--- src/verilog/soc_bus_consts.svh ---
// ################################################
// SoC bus constants
// Port counts, field widths, credit depth, address map
// ################################################

`ifndef SOC_BUS_CONSTS_SVH
`define SOC_BUS_CONSTS_SVH

// Port counts and target indices
`define SOC_N_CLUSTERS   2
`define SOC_L2_N_PORTS   2
`define SOC_N_INIT       3
`define SOC_N_TGT        5
`define SOC_IDX_L2       2
`define SOC_IDX_HOST     4

// Field widths in bits
`define SOC_ADDR_W       32
`define SOC_DATA_W       32
`define SOC_ID_IN_W      4
`define SOC_INIT_IDX_W   2
`define SOC_ID_OUT_W     (`SOC_ID_IN_W + `SOC_INIT_IDX_W)
`define SOC_TGT_IDX_W    3
`define SOC_CNT_W        3

// Ingress depth, also the initial target credit count
`define SOC_CREDITS      4

// Address map
`define SOC_CL_BASE      32'h1000_0000
`define SOC_CL_STRIDE    32'h0040_0000
`define SOC_CL_SIZE      32'h0030_0000
`define SOC_PERIPH_BASE  32'h1A00_0000
`define SOC_PERIPH_BYTES 32'h0100_0000
`define SOC_L2_BASE      32'h1C00_0000
`define SOC_L2_BYTES     32'h0001_0000

`endif

--- src/verilog/soc_bus_pkg.sv ---
// ################################################
// SoC bus types
// Vector types shared by the bus and its testbench
// ################################################

`include "soc_bus_consts.svh"

package soc_bus_pkg;

  // Request payload
  typedef logic [`SOC_ADDR_W-1:0] addr_t;
  typedef logic [`SOC_DATA_W-1:0] data_t;

  // ID as issued by an initiator
  typedef logic [`SOC_ID_IN_W-1:0] id_in_t;

  // Source index on top, original ID below
  typedef logic [`SOC_ID_OUT_W-1:0] id_out_t;

  // Port indices
  typedef logic [`SOC_INIT_IDX_W-1:0] init_idx_t;
  typedef logic [`SOC_TGT_IDX_W-1:0] tgt_idx_t;

  // Holds 0 up to SOC_CREDITS
  typedef logic [`SOC_CNT_W-1:0] credit_cnt_t;

endpackage

--- src/verilog/soc_bus_if.sv ---
// ################################################
// SoC bus internal interfaces
// Ingress to switch and switch to egress
// ################################################

`timescale 1ns/1ns

// Head of one ingress buffer, decoded
interface soc_bus_req_if;
  import soc_bus_pkg::*;

  logic     valid;
  tgt_idx_t tgt;
  addr_t    addr;
  data_t    data;
  id_in_t   id;
  // Entry leaves the buffer when valid and pop are high
  logic     pop;

  modport src (output valid, tgt, addr, data, id, input pop);
  modport dst (input valid, tgt, addr, data, id, output pop);

endinterface

// Granted item for one target
interface soc_bus_tgt_if;
  import soc_bus_pkg::*;

  logic    valid;
  addr_t   addr;
  data_t   data;
  id_out_t id_out;
  // Egress still holds at least one target credit
  logic    has_credit;

  modport src (output valid, addr, data, id_out, input has_credit);
  modport dst (input valid, addr, data, id_out, output has_credit);

endinterface

--- src/verilog/soc_bus_ingress.sv ---
// ################################################
// SoC bus ingress
// Per-initiator request buffer, address decode and
// credit return
// ################################################

`timescale 1ns/1ns
`include "soc_bus_consts.svh"

module soc_bus_ingress (
  input  logic                clk_i,
  input  logic                arst_n,
  input  logic                valid,
  input  soc_bus_pkg::addr_t  addr,
  input  soc_bus_pkg::data_t  data,
  input  soc_bus_pkg::id_in_t id,
  output logic                credit,
  output logic                decode_err,
  soc_bus_req_if.src          req
);
  import soc_bus_pkg::*;

  localparam int unsigned ptr_w = $clog2(`SOC_CREDITS);

  addr_t             buf_addr [`SOC_CREDITS];
  data_t             buf_data [`SOC_CREDITS];
  id_in_t            buf_id   [`SOC_CREDITS];
  logic [ptr_w-1:0]  wr_ptr;
  logic [ptr_w-1:0]  rd_ptr;
  credit_cnt_t       fill;
  addr_t             head_addr;
  logic              head_present;
  logic              hit;
  tgt_idx_t          dec_tgt;
  logic              drop;
  logic              free;

  function automatic logic [ptr_w-1:0] ptr_inc(input logic [ptr_w-1:0] p);
    if (p == ptr_w'(`SOC_CREDITS - 1)) begin
      return '0;
    end
    return p + 1'b1;
  endfunction

  function automatic addr_t cl_base(input int unsigned i);
    return addr_t'(`SOC_CL_BASE + i * `SOC_CL_STRIDE);
  endfunction

  function automatic addr_t l2_base(input int unsigned i);
    return addr_t'(`SOC_L2_BASE + i * `SOC_L2_BYTES);
  endfunction

  assign head_present = (fill != '0);
  assign head_addr    = buf_addr[rd_ptr];

  // First matching rule wins, host is the catch-all target
  always_comb begin
    hit     = 1'b0;
    dec_tgt = tgt_idx_t'(`SOC_IDX_HOST);
    if (head_addr < addr_t'(`SOC_CL_BASE)) begin
      hit = 1'b1;
    end
    for (int unsigned i = 0; i < `SOC_N_CLUSTERS; i++) begin
      if (!hit && head_addr >= cl_base(i) &&
          head_addr < cl_base(i) + addr_t'(`SOC_CL_SIZE)) begin
        hit     = 1'b1;
        dec_tgt = tgt_idx_t'(i);
      end
    end
    // Peripheral window goes to the host
    if (!hit && head_addr >= addr_t'(`SOC_PERIPH_BASE) &&
        head_addr < addr_t'(`SOC_PERIPH_BASE + `SOC_PERIPH_BYTES)) begin
      hit = 1'b1;
    end
    for (int unsigned i = 0; i < `SOC_L2_N_PORTS; i++) begin
      if (!hit && head_addr >= l2_base(i) && head_addr < l2_base(i + 1)) begin
        hit     = 1'b1;
        dec_tgt = tgt_idx_t'(`SOC_IDX_L2 + i);
      end
    end
    if (!hit && head_addr >= l2_base(`SOC_L2_N_PORTS)) begin
      hit = 1'b1;
    end
  end

  assign req.valid = head_present & hit;
  assign req.tgt   = dec_tgt;
  assign req.addr  = head_addr;
  assign req.data  = buf_data[rd_ptr];
  assign req.id    = buf_id[rd_ptr];

  // Unmapped heads leave without waiting for the switch
  assign drop = head_present & ~hit;
  assign free = (req.valid & req.pop) | drop;

  always_ff @(posedge clk_i) begin
    if (valid) begin
      buf_addr[wr_ptr] <= addr;
      buf_data[wr_ptr] <= data;
      buf_id[wr_ptr]   <= id;
    end
  end

  always_ff @(posedge clk_i or negedge arst_n) begin
    if (!arst_n) begin
      wr_ptr     <= '0;
      rd_ptr     <= '0;
      fill       <= '0;
      credit     <= 1'b0;
      decode_err <= 1'b0;
    end else begin
      if (valid) begin
        wr_ptr <= ptr_inc(wr_ptr);
      end
      if (free) begin
        rd_ptr <= ptr_inc(rd_ptr);
      end
      fill       <= fill + credit_cnt_t'(valid) - credit_cnt_t'(free);
      credit     <= free;
      decode_err <= drop;
    end
  end

endmodule

--- src/verilog/soc_bus_switch.sv ---
// ################################################
// SoC bus switch
// Round-robin grant per target, source index
// added above the request ID
// ################################################

`timescale 1ns/1ns
`include "soc_bus_consts.svh"

module soc_bus_switch (
  input  logic       clk_i,
  input  logic       arst_n,
  soc_bus_req_if.dst req [`SOC_N_INIT],
  soc_bus_tgt_if.src tgt [`SOC_N_TGT]
);
  import soc_bus_pkg::*;

  logic [`SOC_N_INIT-1:0] req_valid;
  tgt_idx_t               req_tgt  [`SOC_N_INIT];
  addr_t                  req_addr [`SOC_N_INIT];
  data_t                  req_data [`SOC_N_INIT];
  id_in_t                 req_id   [`SOC_N_INIT];
  logic [`SOC_N_INIT-1:0] pop;

  logic [`SOC_N_TGT-1:0]  has_credit;
  logic [`SOC_N_TGT-1:0]  gnt;
  init_idx_t              winner   [`SOC_N_TGT];
  init_idx_t              rr_ptr   [`SOC_N_TGT];

  // Flatten interface arrays for indexed access
  for (genvar i = 0; i < `SOC_N_INIT; i++) begin : gen_req
    assign req_valid[i] = req[i].valid;
    assign req_tgt[i]   = req[i].tgt;
    assign req_addr[i]  = req[i].addr;
    assign req_data[i]  = req[i].data;
    assign req_id[i]    = req[i].id;
    assign req[i].pop   = pop[i];
  end

  for (genvar t = 0; t < `SOC_N_TGT; t++) begin : gen_tgt
    assign has_credit[t]   = tgt[t].has_credit;
    assign tgt[t].valid    = gnt[t];
    assign tgt[t].addr     = req_addr[winner[t]];
    assign tgt[t].data     = req_data[winner[t]];
    // Source index goes in the upper bits
    assign tgt[t].id_out   = {winner[t], req_id[winner[t]]};
  end

  always_comb begin
    int unsigned cand;
    gnt = '0;
    pop = '0;
    for (int unsigned t = 0; t < `SOC_N_TGT; t++) begin
      winner[t] = rr_ptr[t];
      // Search starts at the pointer and wraps
      for (int unsigned k = 0; k < `SOC_N_INIT; k++) begin
        cand = rr_ptr[t] + k;
        if (cand >= `SOC_N_INIT) begin
          cand = cand - `SOC_N_INIT;
        end
        if (!gnt[t] && has_credit[t] && req_valid[cand] &&
            req_tgt[cand] == tgt_idx_t'(t)) begin
          gnt[t]    = 1'b1;
          winner[t] = init_idx_t'(cand);
        end
      end
    end
    // A head names one target, so at most one grant per initiator
    for (int unsigned t = 0; t < `SOC_N_TGT; t++) begin
      if (gnt[t]) begin
        pop[winner[t]] = 1'b1;
      end
    end
  end

  always_ff @(posedge clk_i or negedge arst_n) begin
    if (!arst_n) begin
      for (int unsigned t = 0; t < `SOC_N_TGT; t++) begin
        rr_ptr[t] <= '0;
      end
    end else begin
      for (int unsigned t = 0; t < `SOC_N_TGT; t++) begin
        if (gnt[t]) begin
          // Move past the winner
          if (winner[t] == init_idx_t'(`SOC_N_INIT - 1)) begin
            rr_ptr[t] <= '0;
          end else begin
            rr_ptr[t] <= winner[t] + 1'b1;
          end
        end
      end
    end
  end

endmodule

--- src/verilog/soc_bus_egress.sv ---
// ################################################
// SoC bus egress
// Target credit counters and registered outputs
// ################################################

`timescale 1ns/1ns
`include "soc_bus_consts.svh"

module soc_bus_egress (
  input  logic                                    clk_i,
  input  logic                                    arst_n,
  soc_bus_tgt_if.dst                              tgt [`SOC_N_TGT],
  output logic [`SOC_N_TGT-1:0]                   tgt_valid,
  output soc_bus_pkg::addr_t [`SOC_N_TGT-1:0]     tgt_addr,
  output soc_bus_pkg::data_t [`SOC_N_TGT-1:0]     tgt_data,
  output soc_bus_pkg::id_out_t [`SOC_N_TGT-1:0]   tgt_id,
  input  logic [`SOC_N_TGT-1:0]                   tgt_credit
);
  import soc_bus_pkg::*;

  credit_cnt_t credits [`SOC_N_TGT];

  for (genvar t = 0; t < `SOC_N_TGT; t++) begin : gen_port
    // Switch only grants while this is high
    assign tgt[t].has_credit = (credits[t] != '0);

    always_ff @(posedge clk_i or negedge arst_n) begin
      if (!arst_n) begin
        credits[t]   <= credit_cnt_t'(`SOC_CREDITS);
        tgt_valid[t] <= 1'b0;
      end else begin
        // One spent per item sent, one back per returned pulse
        credits[t]   <= credits[t] - credit_cnt_t'(tgt[t].valid)
                        + credit_cnt_t'(tgt_credit[t]);
        tgt_valid[t] <= tgt[t].valid;
      end
    end

    // Payload loads only with a grant
    always_ff @(posedge clk_i) begin
      if (tgt[t].valid) begin
        tgt_addr[t] <= tgt[t].addr;
        tgt_data[t] <= tgt[t].data;
        tgt_id[t]   <= tgt[t].id_out;
      end
    end
  end

endmodule

--- src/verilog/soc_bus.sv ---
// ################################################
// SoC bus top level
// Three initiators routed to five targets with
// credit flow control on both sides
// ################################################

`timescale 1ns/1ns
`include "soc_bus_consts.svh"

module soc_bus (
  input  logic                                    clk_i,
  input  logic                                    arst_n,
  // Initiator side, cluster 0, cluster 1, host
  input  logic [`SOC_N_INIT-1:0]                  init_valid,
  input  soc_bus_pkg::addr_t [`SOC_N_INIT-1:0]    init_addr,
  input  soc_bus_pkg::data_t [`SOC_N_INIT-1:0]    init_data,
  input  soc_bus_pkg::id_in_t [`SOC_N_INIT-1:0]   init_id,
  output logic [`SOC_N_INIT-1:0]                  init_credit,
  output logic [`SOC_N_INIT-1:0]                  decode_err,
  // Target side, clusters, L2 ports, host
  output logic [`SOC_N_TGT-1:0]                   tgt_valid,
  output soc_bus_pkg::addr_t [`SOC_N_TGT-1:0]     tgt_addr,
  output soc_bus_pkg::data_t [`SOC_N_TGT-1:0]     tgt_data,
  output soc_bus_pkg::id_out_t [`SOC_N_TGT-1:0]   tgt_id,
  input  logic [`SOC_N_TGT-1:0]                   tgt_credit
);

  soc_bus_req_if req_bus [`SOC_N_INIT] ();
  soc_bus_tgt_if tgt_bus [`SOC_N_TGT] ();

  for (genvar k = 0; k < `SOC_N_INIT; k++) begin : gen_ingress
    soc_bus_ingress i_ingress (
      .clk_i      (clk_i),
      .arst_n     (arst_n),
      .valid      (init_valid[k]),
      .addr       (init_addr[k]),
      .data       (init_data[k]),
      .id         (init_id[k]),
      .credit     (init_credit[k]),
      .decode_err (decode_err[k]),
      .req        (req_bus[k])
    );
  end

  soc_bus_switch i_switch (
    .clk_i  (clk_i),
    .arst_n (arst_n),
    .req    (req_bus),
    .tgt    (tgt_bus)
  );

  soc_bus_egress i_egress (
    .clk_i      (clk_i),
    .arst_n     (arst_n),
    .tgt        (tgt_bus),
    .tgt_valid  (tgt_valid),
    .tgt_addr   (tgt_addr),
    .tgt_data   (tgt_data),
    .tgt_id     (tgt_id),
    .tgt_credit (tgt_credit)
  );

endmodule

--- config.mk ---
export PLATFORM = sky130hd
export DESIGN_NAME = soc_bus
export DESIGN_NICKNAME = d
export VERILOG_FILES = /design/src/verilog/soc_bus_pkg.sv /design/src/verilog/soc_bus_if.sv /design/src/verilog/soc_bus_ingress.sv /design/src/verilog/soc_bus_switch.sv /design/src/verilog/soc_bus_egress.sv /design/src/verilog/soc_bus.sv
export VERILOG_INCLUDE_DIRS = /design/src /design/src/verilog
export SDC_FILE = /design/constraint.sdc
export NUM_CORES = 2
export LEC_CHECK = 0
export BUFFER_PORTS_ARGS = -buffer_cell sky130_fd_sc_hd__buf_2
export CAP_MARGIN = 20
export CORE_MARGIN = 5
export CORE_UTILIZATION = 30
export CTS_CLUSTER_DIAMETER = 80
export CTS_CLUSTER_SIZE = 30
export DETAILED_ROUTE_END_ITERATION = 8
export GPL_TIMING_DRIVEN = 0
export SYNTH_ARGS = -nofsm -noshare
export SYNTH_HDL_FRONTEND = slang
export SYNTH_SLANG_ARGS = --single-unit
--- constraint.sdc ---
create_clock -name clk_i -period 10.9 [get_ports clk_i]
set_input_delay 0.545 -clock clk_i [delete_from_list [all_inputs] [get_ports clk_i]]
set_output_delay 0.545 -clock clk_i [all_outputs]
set_load 0.05 [all_outputs]
== Word-level counts from Yosys, hierarchy flattened ==
Memory sizes are Yosys's and may differ from the RTL's.
Cells that the tools add are included.
Widths: inputs -> output; s select.
Operators by class
  add/sub/neg operators: 52
  magnitude comparators: 96
  reduce and logical (&&, ||, !) cells: 117
  mux-type cells: 248
  equal/unequal tests: 23
  bitwise logic cells: 39
Operators by type and width (number)
  $mux 32: 35
  $bmux 32 s2: 10
  $ge 32x29->1 const B: 18
  $lt 32x29->1 const B: 18
  $ge 33x3->1 const B: 15
  $not 32->33: 15
  $lt 32x3->1 const B: 15
  $ge 32x2->1 const B: 10
  $sub 32x2->32 const B: 10
  $mux 3: 47
  $bmux 3 s2: 15
  $logic_and 1x1->1: 78
  $mux 1: 74
  $mux 2: 32
  $bmux 4 s2: 5
  $mux 4: 10
  $bmux 1 s2: 15
  $logic_not 1->1: 28
  $add 3x1->3: 8
  $reduce_bool 3->1: 8
  $sub 3x1->3: 8
  $add 2x1->2 const B: 11
  $eq 2x2->1 const B: 11
  $eq 3x2->1 const B: 6
  16 further kinds: 73
Word-level totals
  memories: 9
  bits in writable memories: 816
  input bits: 214
  register bits: 407
  word-level logic and storage cells: 629
Memories
  gen_ingress[0].i_ingress.buf_addr: depth 4, bits a word 32, rd ports 1, clocked after Yosys merged registers in 0, write ports 1, RTL line soc_bus_ingress.sv:25  | addr_t buf_addr [`SOC_CREDITS];
  gen_ingress[0].i_ingress.buf_data: depth 4, bits a word 32, rd ports 1, clocked after Yosys merged registers in 0, write ports 1, RTL line soc_bus_ingress.sv:26  | data_t buf_data [`SOC_CREDITS];
  gen_ingress[1].i_ingress.buf_addr: depth 4, bits a word 32, rd ports 1, clocked after Yosys merged registers in 0, write ports 1, RTL line soc_bus_ingress.sv:25
  gen_ingress[1].i_ingress.buf_data: depth 4, bits a word 32, rd ports 1, clocked after Yosys merged registers in 0, write ports 1, RTL line soc_bus_ingress.sv:26
  gen_ingress[2].i_ingress.buf_addr: depth 4, bits a word 32, rd ports 1, clocked after Yosys merged registers in 0, write ports 1, RTL line soc_bus_ingress.sv:25
  gen_ingress[2].i_ingress.buf_data: depth 4, bits a word 32, rd ports 1, clocked after Yosys merged registers in 0, write ports 1, RTL line soc_bus_ingress.sv:26
  3 more memories

== Logic depth before layout (Yosys ltp) ==
An unclocked memory read counts as a cell.
  word-level depth: 59
  gate-level depth with buffers: 22
  mapped depth without buffers: 19

== Hierarchy ==
A second synthesis with hierarchy kept.
Second synthesis, totals
  cells, all modules: 2735
  area total of the unflattened synthesis: 51709.6 um^2
Modules (own cells, without submodules)
  soc_bus_ingress: times used 3, sequential area each 8393.0 um^2, area an instance 10471.3 um^2, cells each 423
  soc_bus_egress: times used 1, sequential area each 11016.8 um^2, area an instance 11466.0 um^2, cells each 415
  soc_bus_switch: times used 1, sequential area each 250.2 um^2, area an instance 8829.7 um^2, cells each 1051

== Least setup slack after synthesis ==
OpenSTA, ideal clock, no wires.
  path kind: reg2reg
  start: register gen_ingress[1].i_ingress.rd_ptr[1]
  end: register i_egress.credits[5] in the netlist's numbering
  period minus slack after synthesis: 8.121 ns
  arrival: 8.045 ns
  stages on the path, launching flop included: 18
  slack: 2.779 ns
  setup time: 0.075 ns
  path through: dfrtp_1 > buf_2 > buf_1 > mux4_2 > or4b_4 > or4_4 > nor2_2 > nor2b_1 > nor4bb_1 > a31oi_1 > a21oi_1 > ha_1 > inv_1 > ha_1 > inv_1 > fa_1 > xnor2_1 > xnor2_1
Between the ends
  longest elaborated chain between the ends: 44
  elaborated cells on any way between the ends: 75
RTL lines
  from (decl): RTL line soc_bus_ingress.sv:29  | logic [ptr_w-1:0] rd_ptr;
  from (signal assigned): RTL line soc_bus_ingress.sv:116  | rd_ptr <= ptr_inc(rd_ptr);
  $mem_v2 4x32 *
  $lt 32x29->1: RTL line soc_bus_ingress.sv:60  | if (head_addr < addr_t'(`SOC_CL_BASE)) begin
  $mux 1: RTL line soc_bus_ingress.sv:60
  $logic_not 1->1: RTL line soc_bus_ingress.sv:64  | if (!hit && head_addr >= cl_base(i) &&
  $logic_and 1x1->1 (2 in a row): RTL line soc_bus_ingress.sv:64
  $mux 1: RTL line soc_bus_ingress.sv:64
  $logic_not 1->1: RTL line soc_bus_ingress.sv:64
  $logic_and 1x1->1 (2 in a row): RTL line soc_bus_ingress.sv:64
  [... 23 more ...]
  $logic_and 1x1->1 (3 in a row): RTL line soc_bus_switch.sv:61  | if (!gnt[t] && has_credit[t] && req_valid[cand] &&
  $mux 1: RTL line soc_bus_switch.sv:61
  $logic_not 1->1: RTL line soc_bus_switch.sv:61
  $logic_and 1x1->1 (3 in a row): RTL line soc_bus_switch.sv:61
  $mux 1 *: RTL line soc_bus_switch.sv:61
  via i_egress.tgt[3].valid: RTL line soc_bus_if.sv:37  | modport dst (input valid, addr, data, id_out, output has_credit);
  $sub 3x1->3 *: RTL line soc_bus_egress.sv:33  | credits[t] <= credits[t] - credit_cnt_t'(tgt[t].valid)
  $add 3x1->3 *: RTL line soc_bus_egress.sv:34  | + credit_cnt_t'(tgt_credit[t]);
  to (signal, indexed assignment): RTL line soc_bus_egress.sv:29  | credits[t] <= credit_cnt_t'(`SOC_CREDITS);
  to (signal, indexed assignment): RTL line soc_bus_egress.sv:33
  to (decl): RTL line soc_bus_egress.sv:21  | credit_cnt_t credits [`SOC_N_TGT];
The timed path passes the listed nets; every way through them passes the cells marked *. The select of a mux whose other input is x is not followed.
A chain may end at the register's enable or synchronous reset.

== Worst setup path after layout ==
  start: register gen_ingress[2].i_ingress.rd_ptr[1]
  end: register gen_ingress[0].i_ingress.fill[2]
Between the ends
  longest elaborated chain between the ends: 58
  elaborated cells on any way between the ends: 249
RTL lines
  from (decl): RTL line soc_bus_ingress.sv:29
  from (signal assigned): RTL line soc_bus_ingress.sv:116
  $mem_v2 4x32 *
  $lt 32x29->1: RTL line soc_bus_ingress.sv:60
  $mux 1: RTL line soc_bus_ingress.sv:60
  $logic_not 1->1: RTL line soc_bus_ingress.sv:64
  $logic_and 1x1->1 (2 in a row): RTL line soc_bus_ingress.sv:64
  $mux 1: RTL line soc_bus_ingress.sv:64
  $logic_not 1->1: RTL line soc_bus_ingress.sv:64
  $logic_and 1x1->1 (2 in a row): RTL line soc_bus_ingress.sv:64
  [... 41 more ...]
  $or 3x3->3 (no line)
  $mux 3: RTL line soc_bus_switch.sv:70  | if (gnt[t]) begin
  $or 3x3->3 (no line)
  $mux 3 *: RTL line soc_bus_switch.sv:70
  $and 1x1->1 *: RTL line soc_bus_ingress.sv:94  | assign free = (req.valid & req.pop) | drop;
  $or 1x1->1 *: RTL line soc_bus_ingress.sv:94
  via gen_ingress[0].i_ingress.free: RTL line soc_bus_ingress.sv:36  | logic free;
  $sub 3x1->3 *: RTL line soc_bus_ingress.sv:118  | fill <= fill + credit_cnt_t'(valid) - credit_cnt_t'(free);
  to (signal assigned): RTL line soc_bus_ingress.sv:118
  to (decl): RTL line soc_bus_ingress.sv:30  | credit_cnt_t fill;
Marked as above.

==> results.md <==
- The number of vias in the routed layout is 35.43k.
- The area occupied by multi-input gates is 14910 sq um.
- The total of buffers placed on input and output ports is 574.
- STA puts the critical path data arrival time at 8.44 ns.
- The count of fill cells added during filler insertion is 16.67k.
- The post-synthesis to final-layout area growth is 23.01%.
- The CTS tree is built.
- The capture point of the worst reg-to-reg path is gen_ingress[0].i_ingress.fill[2].
- The I/O pin count is 575.
- The worst min-delay path endpoint is i_egress.credits[12].
- The post-place instance area is 59210 sq um.
- The register-to-register setup slack is 3.09 ns.
- The number of pins with negative max-slew slack in the final report was 0.
- Of all flip-flops after synthesis, the portion carrying an async set or reset was 4.661%.
- edfxtp_1 is the most common cell in the netlist.
- The number of remaining DRC errors is 0.
- The detailed-route wire length is 218300 um.
- The run finished with clean final reports.
- In the global route stage, overall resource usage came out at 23.06%.
- Detailed placement ended at an HPWL of 165700 um.
- After synthesis, the cell types taking the most area are edfxtp_1 (67%), mux4_2 (8.7%), mux2i_1 (6.5%), dfrtp_1 (2.5%), nand3_1 (2.1%).
- Setup violations remaining at the end of the flow were counted as 0.
- The mean instance size in the synthesized netlist is 16.39 sq um.
- Routability-driven placement finished with a final weighted congestion of 0.9191.
- The wire length per cell after detailed routing is 33.48 um.
- The number of nets with antenna violations after routing is 0.
- The worst slack at placement is 3.360 ns.
- After layout, the worst path uses 71.61% of the clock period.
- The worst setup path is captured at a flip-flop.
- The H-tree depth is 3.
- Entering global routing, the biggest net connects 56 pins.
- Summed over all instances, the cell type with the most area after synthesis is edfxtp_1.
- After floorplanning, the core was divided into 153 placement rows.
- Across the run, the number of max-cap violations was 0.
- Along the worst path, the maximum fanout reaches 10.
- After the last flow step, the layout net total stands at 4371.
- The number of register bits inferred by synthesis is 1223.
- The element type at the critical path start is a flip-flop.
- Counting instances in the post-synthesis netlist gives the leading cell types as edfxtp_1 (1166), mux2i_1 (340), nand3_1 (222), o21ai_0 (222), mux4_2 (203).
- The clock period could shrink to 7.805 ns.
- The required time at the worst-slack endpoint is 11.53 ns.
- The area of the die is 183300 sq um.
- The worst-case setup margin in the final layout is 3.095 ns.
- The number of warnings printed during yosys synthesis is 0.
- In the synthesized netlist, the number of instances is 3200.
- The initial utilization of the core area, before any placement, comes to 30.18%.
- Counting flops with a built-in enable in the synthesized netlist gives 1166.
- For this run, the top clock speed supported by timing is 128.1 MHz.
- The first global-routing pass estimated 293000 um of wire.
- The number of cells on the worst hold path is 2.
- In the routed layout, each cell is associated on average with a via count of 5.433.
- The transition at the pin with the smallest max-transition slack is 1.259 ns.
- CTS saw 1223 sinks.
- The global-route congestion overflow total is 0.
- The final-layout worst hold slack is 0.05581 ns.
- The floorplan die width is 428.2 um.
- For this block, the initial DRC count from the detailed router was 4762.
- After clock tree synthesis, the clock-pin slew on the worst setup and hold paths is 0.10 ns.
- By startpoint and endpoint, the worst setup path is classified as reg -> reg.
- The clock skew is 0.06182 ns.
- The final non-filler cell area is 64530 sq um.
- In this run the cell area of the synthesized design comes to 52460 sq um.
- The initial antenna violation count was 36.
- The later-pin clock latency in the skew report is 0.77 ns.
- Counting cells, the worst reg-to-reg path comes to 21.
- The first detailed-routing pass ran for 6 iterations.
- Cells fill 37.12% of the core in the end.
- The y dimension of the die is 428.2 um.
- The class of the worst hold path is in -> reg.
- The number of nets handed over by synthesis was 3463.
- The cell sitting at the root of the clock tree is a clkbuf_16.
- Setup repair after global routing left no endpoint under its margin.
- After synthesis, flip-flops and latches occupy 69.47% of the total area.
- The number of global-route vias before repair is 34.70k.
- The maximum buffer depth of the clock tree is 3.
- The sequential cell area is 36450 sq um.
- In this run, CTS created clock tree buffers numbering 79.
- The number of different library cells in the post-synthesis netlist is 93.
- The top-area cell type share of the netlist area is 66.74%.
- Of the cells placed in the final design, the portion with a size suffix greater than 1 is 26.41%.
- The final number of hold-violating endpoints is 0.
- The beginning of the worst register-to-register path is gen_ingress[2].i_ingress.rd_ptr[1].
- The worst slew slack as a fraction of its limit is 16.05%.
- In the synthesized netlist the dominant register cell turns out to be edfxtp_1.
- The core region is 173800 sq um.
- The startpoint of the lowest-slack hold path is tgt_credit[0].
[placed cells by master (no fill, tap or decap), drive strengths merged, types with 8 or more instances in the layout]
| cell | synthesis | layout |
|---|---|---|
| a21oi | 29 | 29 |
| a31oi | 11 | 11 |
| and2 | 17 | 17 |
| and3 | 14 | 14 |
| buf | 92 | 713 |
| clkbuf | 116 | 201 |
| clkinv | 1 | 35 |
| dfrtp | 52 | 52 |
| diode | 0 | 23 |
| dlygate4sd3 | 0 | 204 |
| edfxtp | 1166 | 1166 |
| fa | 8 | 8 |
| ha | 41 | 41 |
| inv | 66 | 94 |
| mux2 | 10 | 10 |
| mux2i | 340 | 340 |
| mux4 | 203 | 203 |
| nand2 | 148 | 148 |
| nand2b | 10 | 10 |
| nand3 | 222 | 222 |
| nand4 | 8 | 8 |
| nor2 | 48 | 48 |
| nor2b | 8 | 8 |
| nor3 | 39 | 39 |
| nor4 | 23 | 23 |
| o21ai | 347 | 347 |
| o21bai | 9 | 9 |
| o2bb2ai | 17 | 17 |
| o31ai | 10 | 10 |
| or3 | 12 | 12 |
| xnor2 | 16 | 16 |
[metrics by stage]
step | setup TNS [ns] | cells
final | 0 | 6521
after CTS | 0 | 6491
after global routing | 0 | 6505
after floorplan | 0 | 3200
after detailed placement | 0 | 6141
after global placement | -119.06 | 6099
[how the worst max path moves through the flow]
stage,start,endpoint,cells past startpoint
global route,gen_ingress[2].i_ingress.rd_ptr[1],gen_ingress[0].i_ingress.fill[2],21
finish,gen_ingress[2].i_ingress.rd_ptr[1],gen_ingress[0].i_ingress.fill[2],21
CTS,gen_ingress[2].i_ingress.rd_ptr[1],gen_ingress[0].i_ingress.fill[2],21
global placement,gen_ingress[2].i_ingress.rd_ptr[1],i_egress.credits[5],17
floorplan,gen_ingress[1].i_ingress.rd_ptr[1],i_egress.credits[5],17
detailed placement,gen_ingress[2].i_ingress.rd_ptr[1],gen_ingress[0].i_ingress.fill[2],21
[metal layers]
metal	track usage [%]	vias up	wire (um)
li1	-	14550	-
met1	26.43	18230	75100
met2	39.52	2165	108400
met3	4.001	482	16590
met4	15.56	8	18170
met5	0	-	42
[timing repair]
item | CTS | global route
hold buffers | 204 | 0
buffers inserted | 0 | 0
hold endpoints to repair | 833 | 0
resized for setup | 0 | 0
[cells by family after synthesis]
group                      Yosys count  synth area share (%)
DFF                               1223                 69.47
and+or+nand+nor                    587                 5.774
muxes                              553                 15.43
AOI/OAI and AO/OA                  497                 5.519
buffers and inverters              275                 2.251
adders and majority gates           49                 1.283
xor gates and xnor gates            16                0.2671
[flip-flops by register name, summed over array words and instances (netlist names), 5 cells and up]
signal and cells:
gen_ingress.i_ingress.rd_ptr 6, i_egress.tgt_addr 160, gen_ingress.i_ingress.fill 9, gen_ingress.i_ingress.buf_id 48
gen_ingress.i_ingress.buf_addr 384, gen_ingress.i_ingress.buf_data 384, i_egress.credits 15, i_switch.rr_ptr 10
i_egress.tgt_id 30, i_egress.tgt_data 160, i_egress.tgt_valid 5, gen_ingress.i_ingress.wr_ptr 6
[worst max-delay path, cell delays in order (launching register included)]
cell and delay, ns:
dfrtp_1 0.56, clkbuf_1 0.54, clkbuf_1 0.91, mux4_2 0.59, inv_1 0.35, nor4_1 0.20
and3_1 0.24, o31ai_1 0.70, o311ai_1 0.28, o21ai_1 0.19, buf_2 0.27, clkinv_2 0.39
a211oi_1 0.64, nor3_1 0.15, o211ai_2 0.42, ha_1 0.32, inv_1 0.05, ha_1 0.12
inv_1 0.05, fa_1 0.37, xnor2_1 0.18, xnor2_1 0.14
[area by class of cell]
cell class,instances,share of cell area [%]
Antenna cell,23,0.08919
Buffer,208,1.439
Clock buffer,83,3.153
Clock inverter,63,1.698
Inverter,67,0.3917
Multi-Input combinational cell,1702,23.11
Sequential cell,1223,56.48
Tap cell,2325,4.508
Timing Repair Buffer,827,9.130
Power is not shown: default switching activity piles up to over one toggle a cycle in this logic, so the estimate is an artifact.
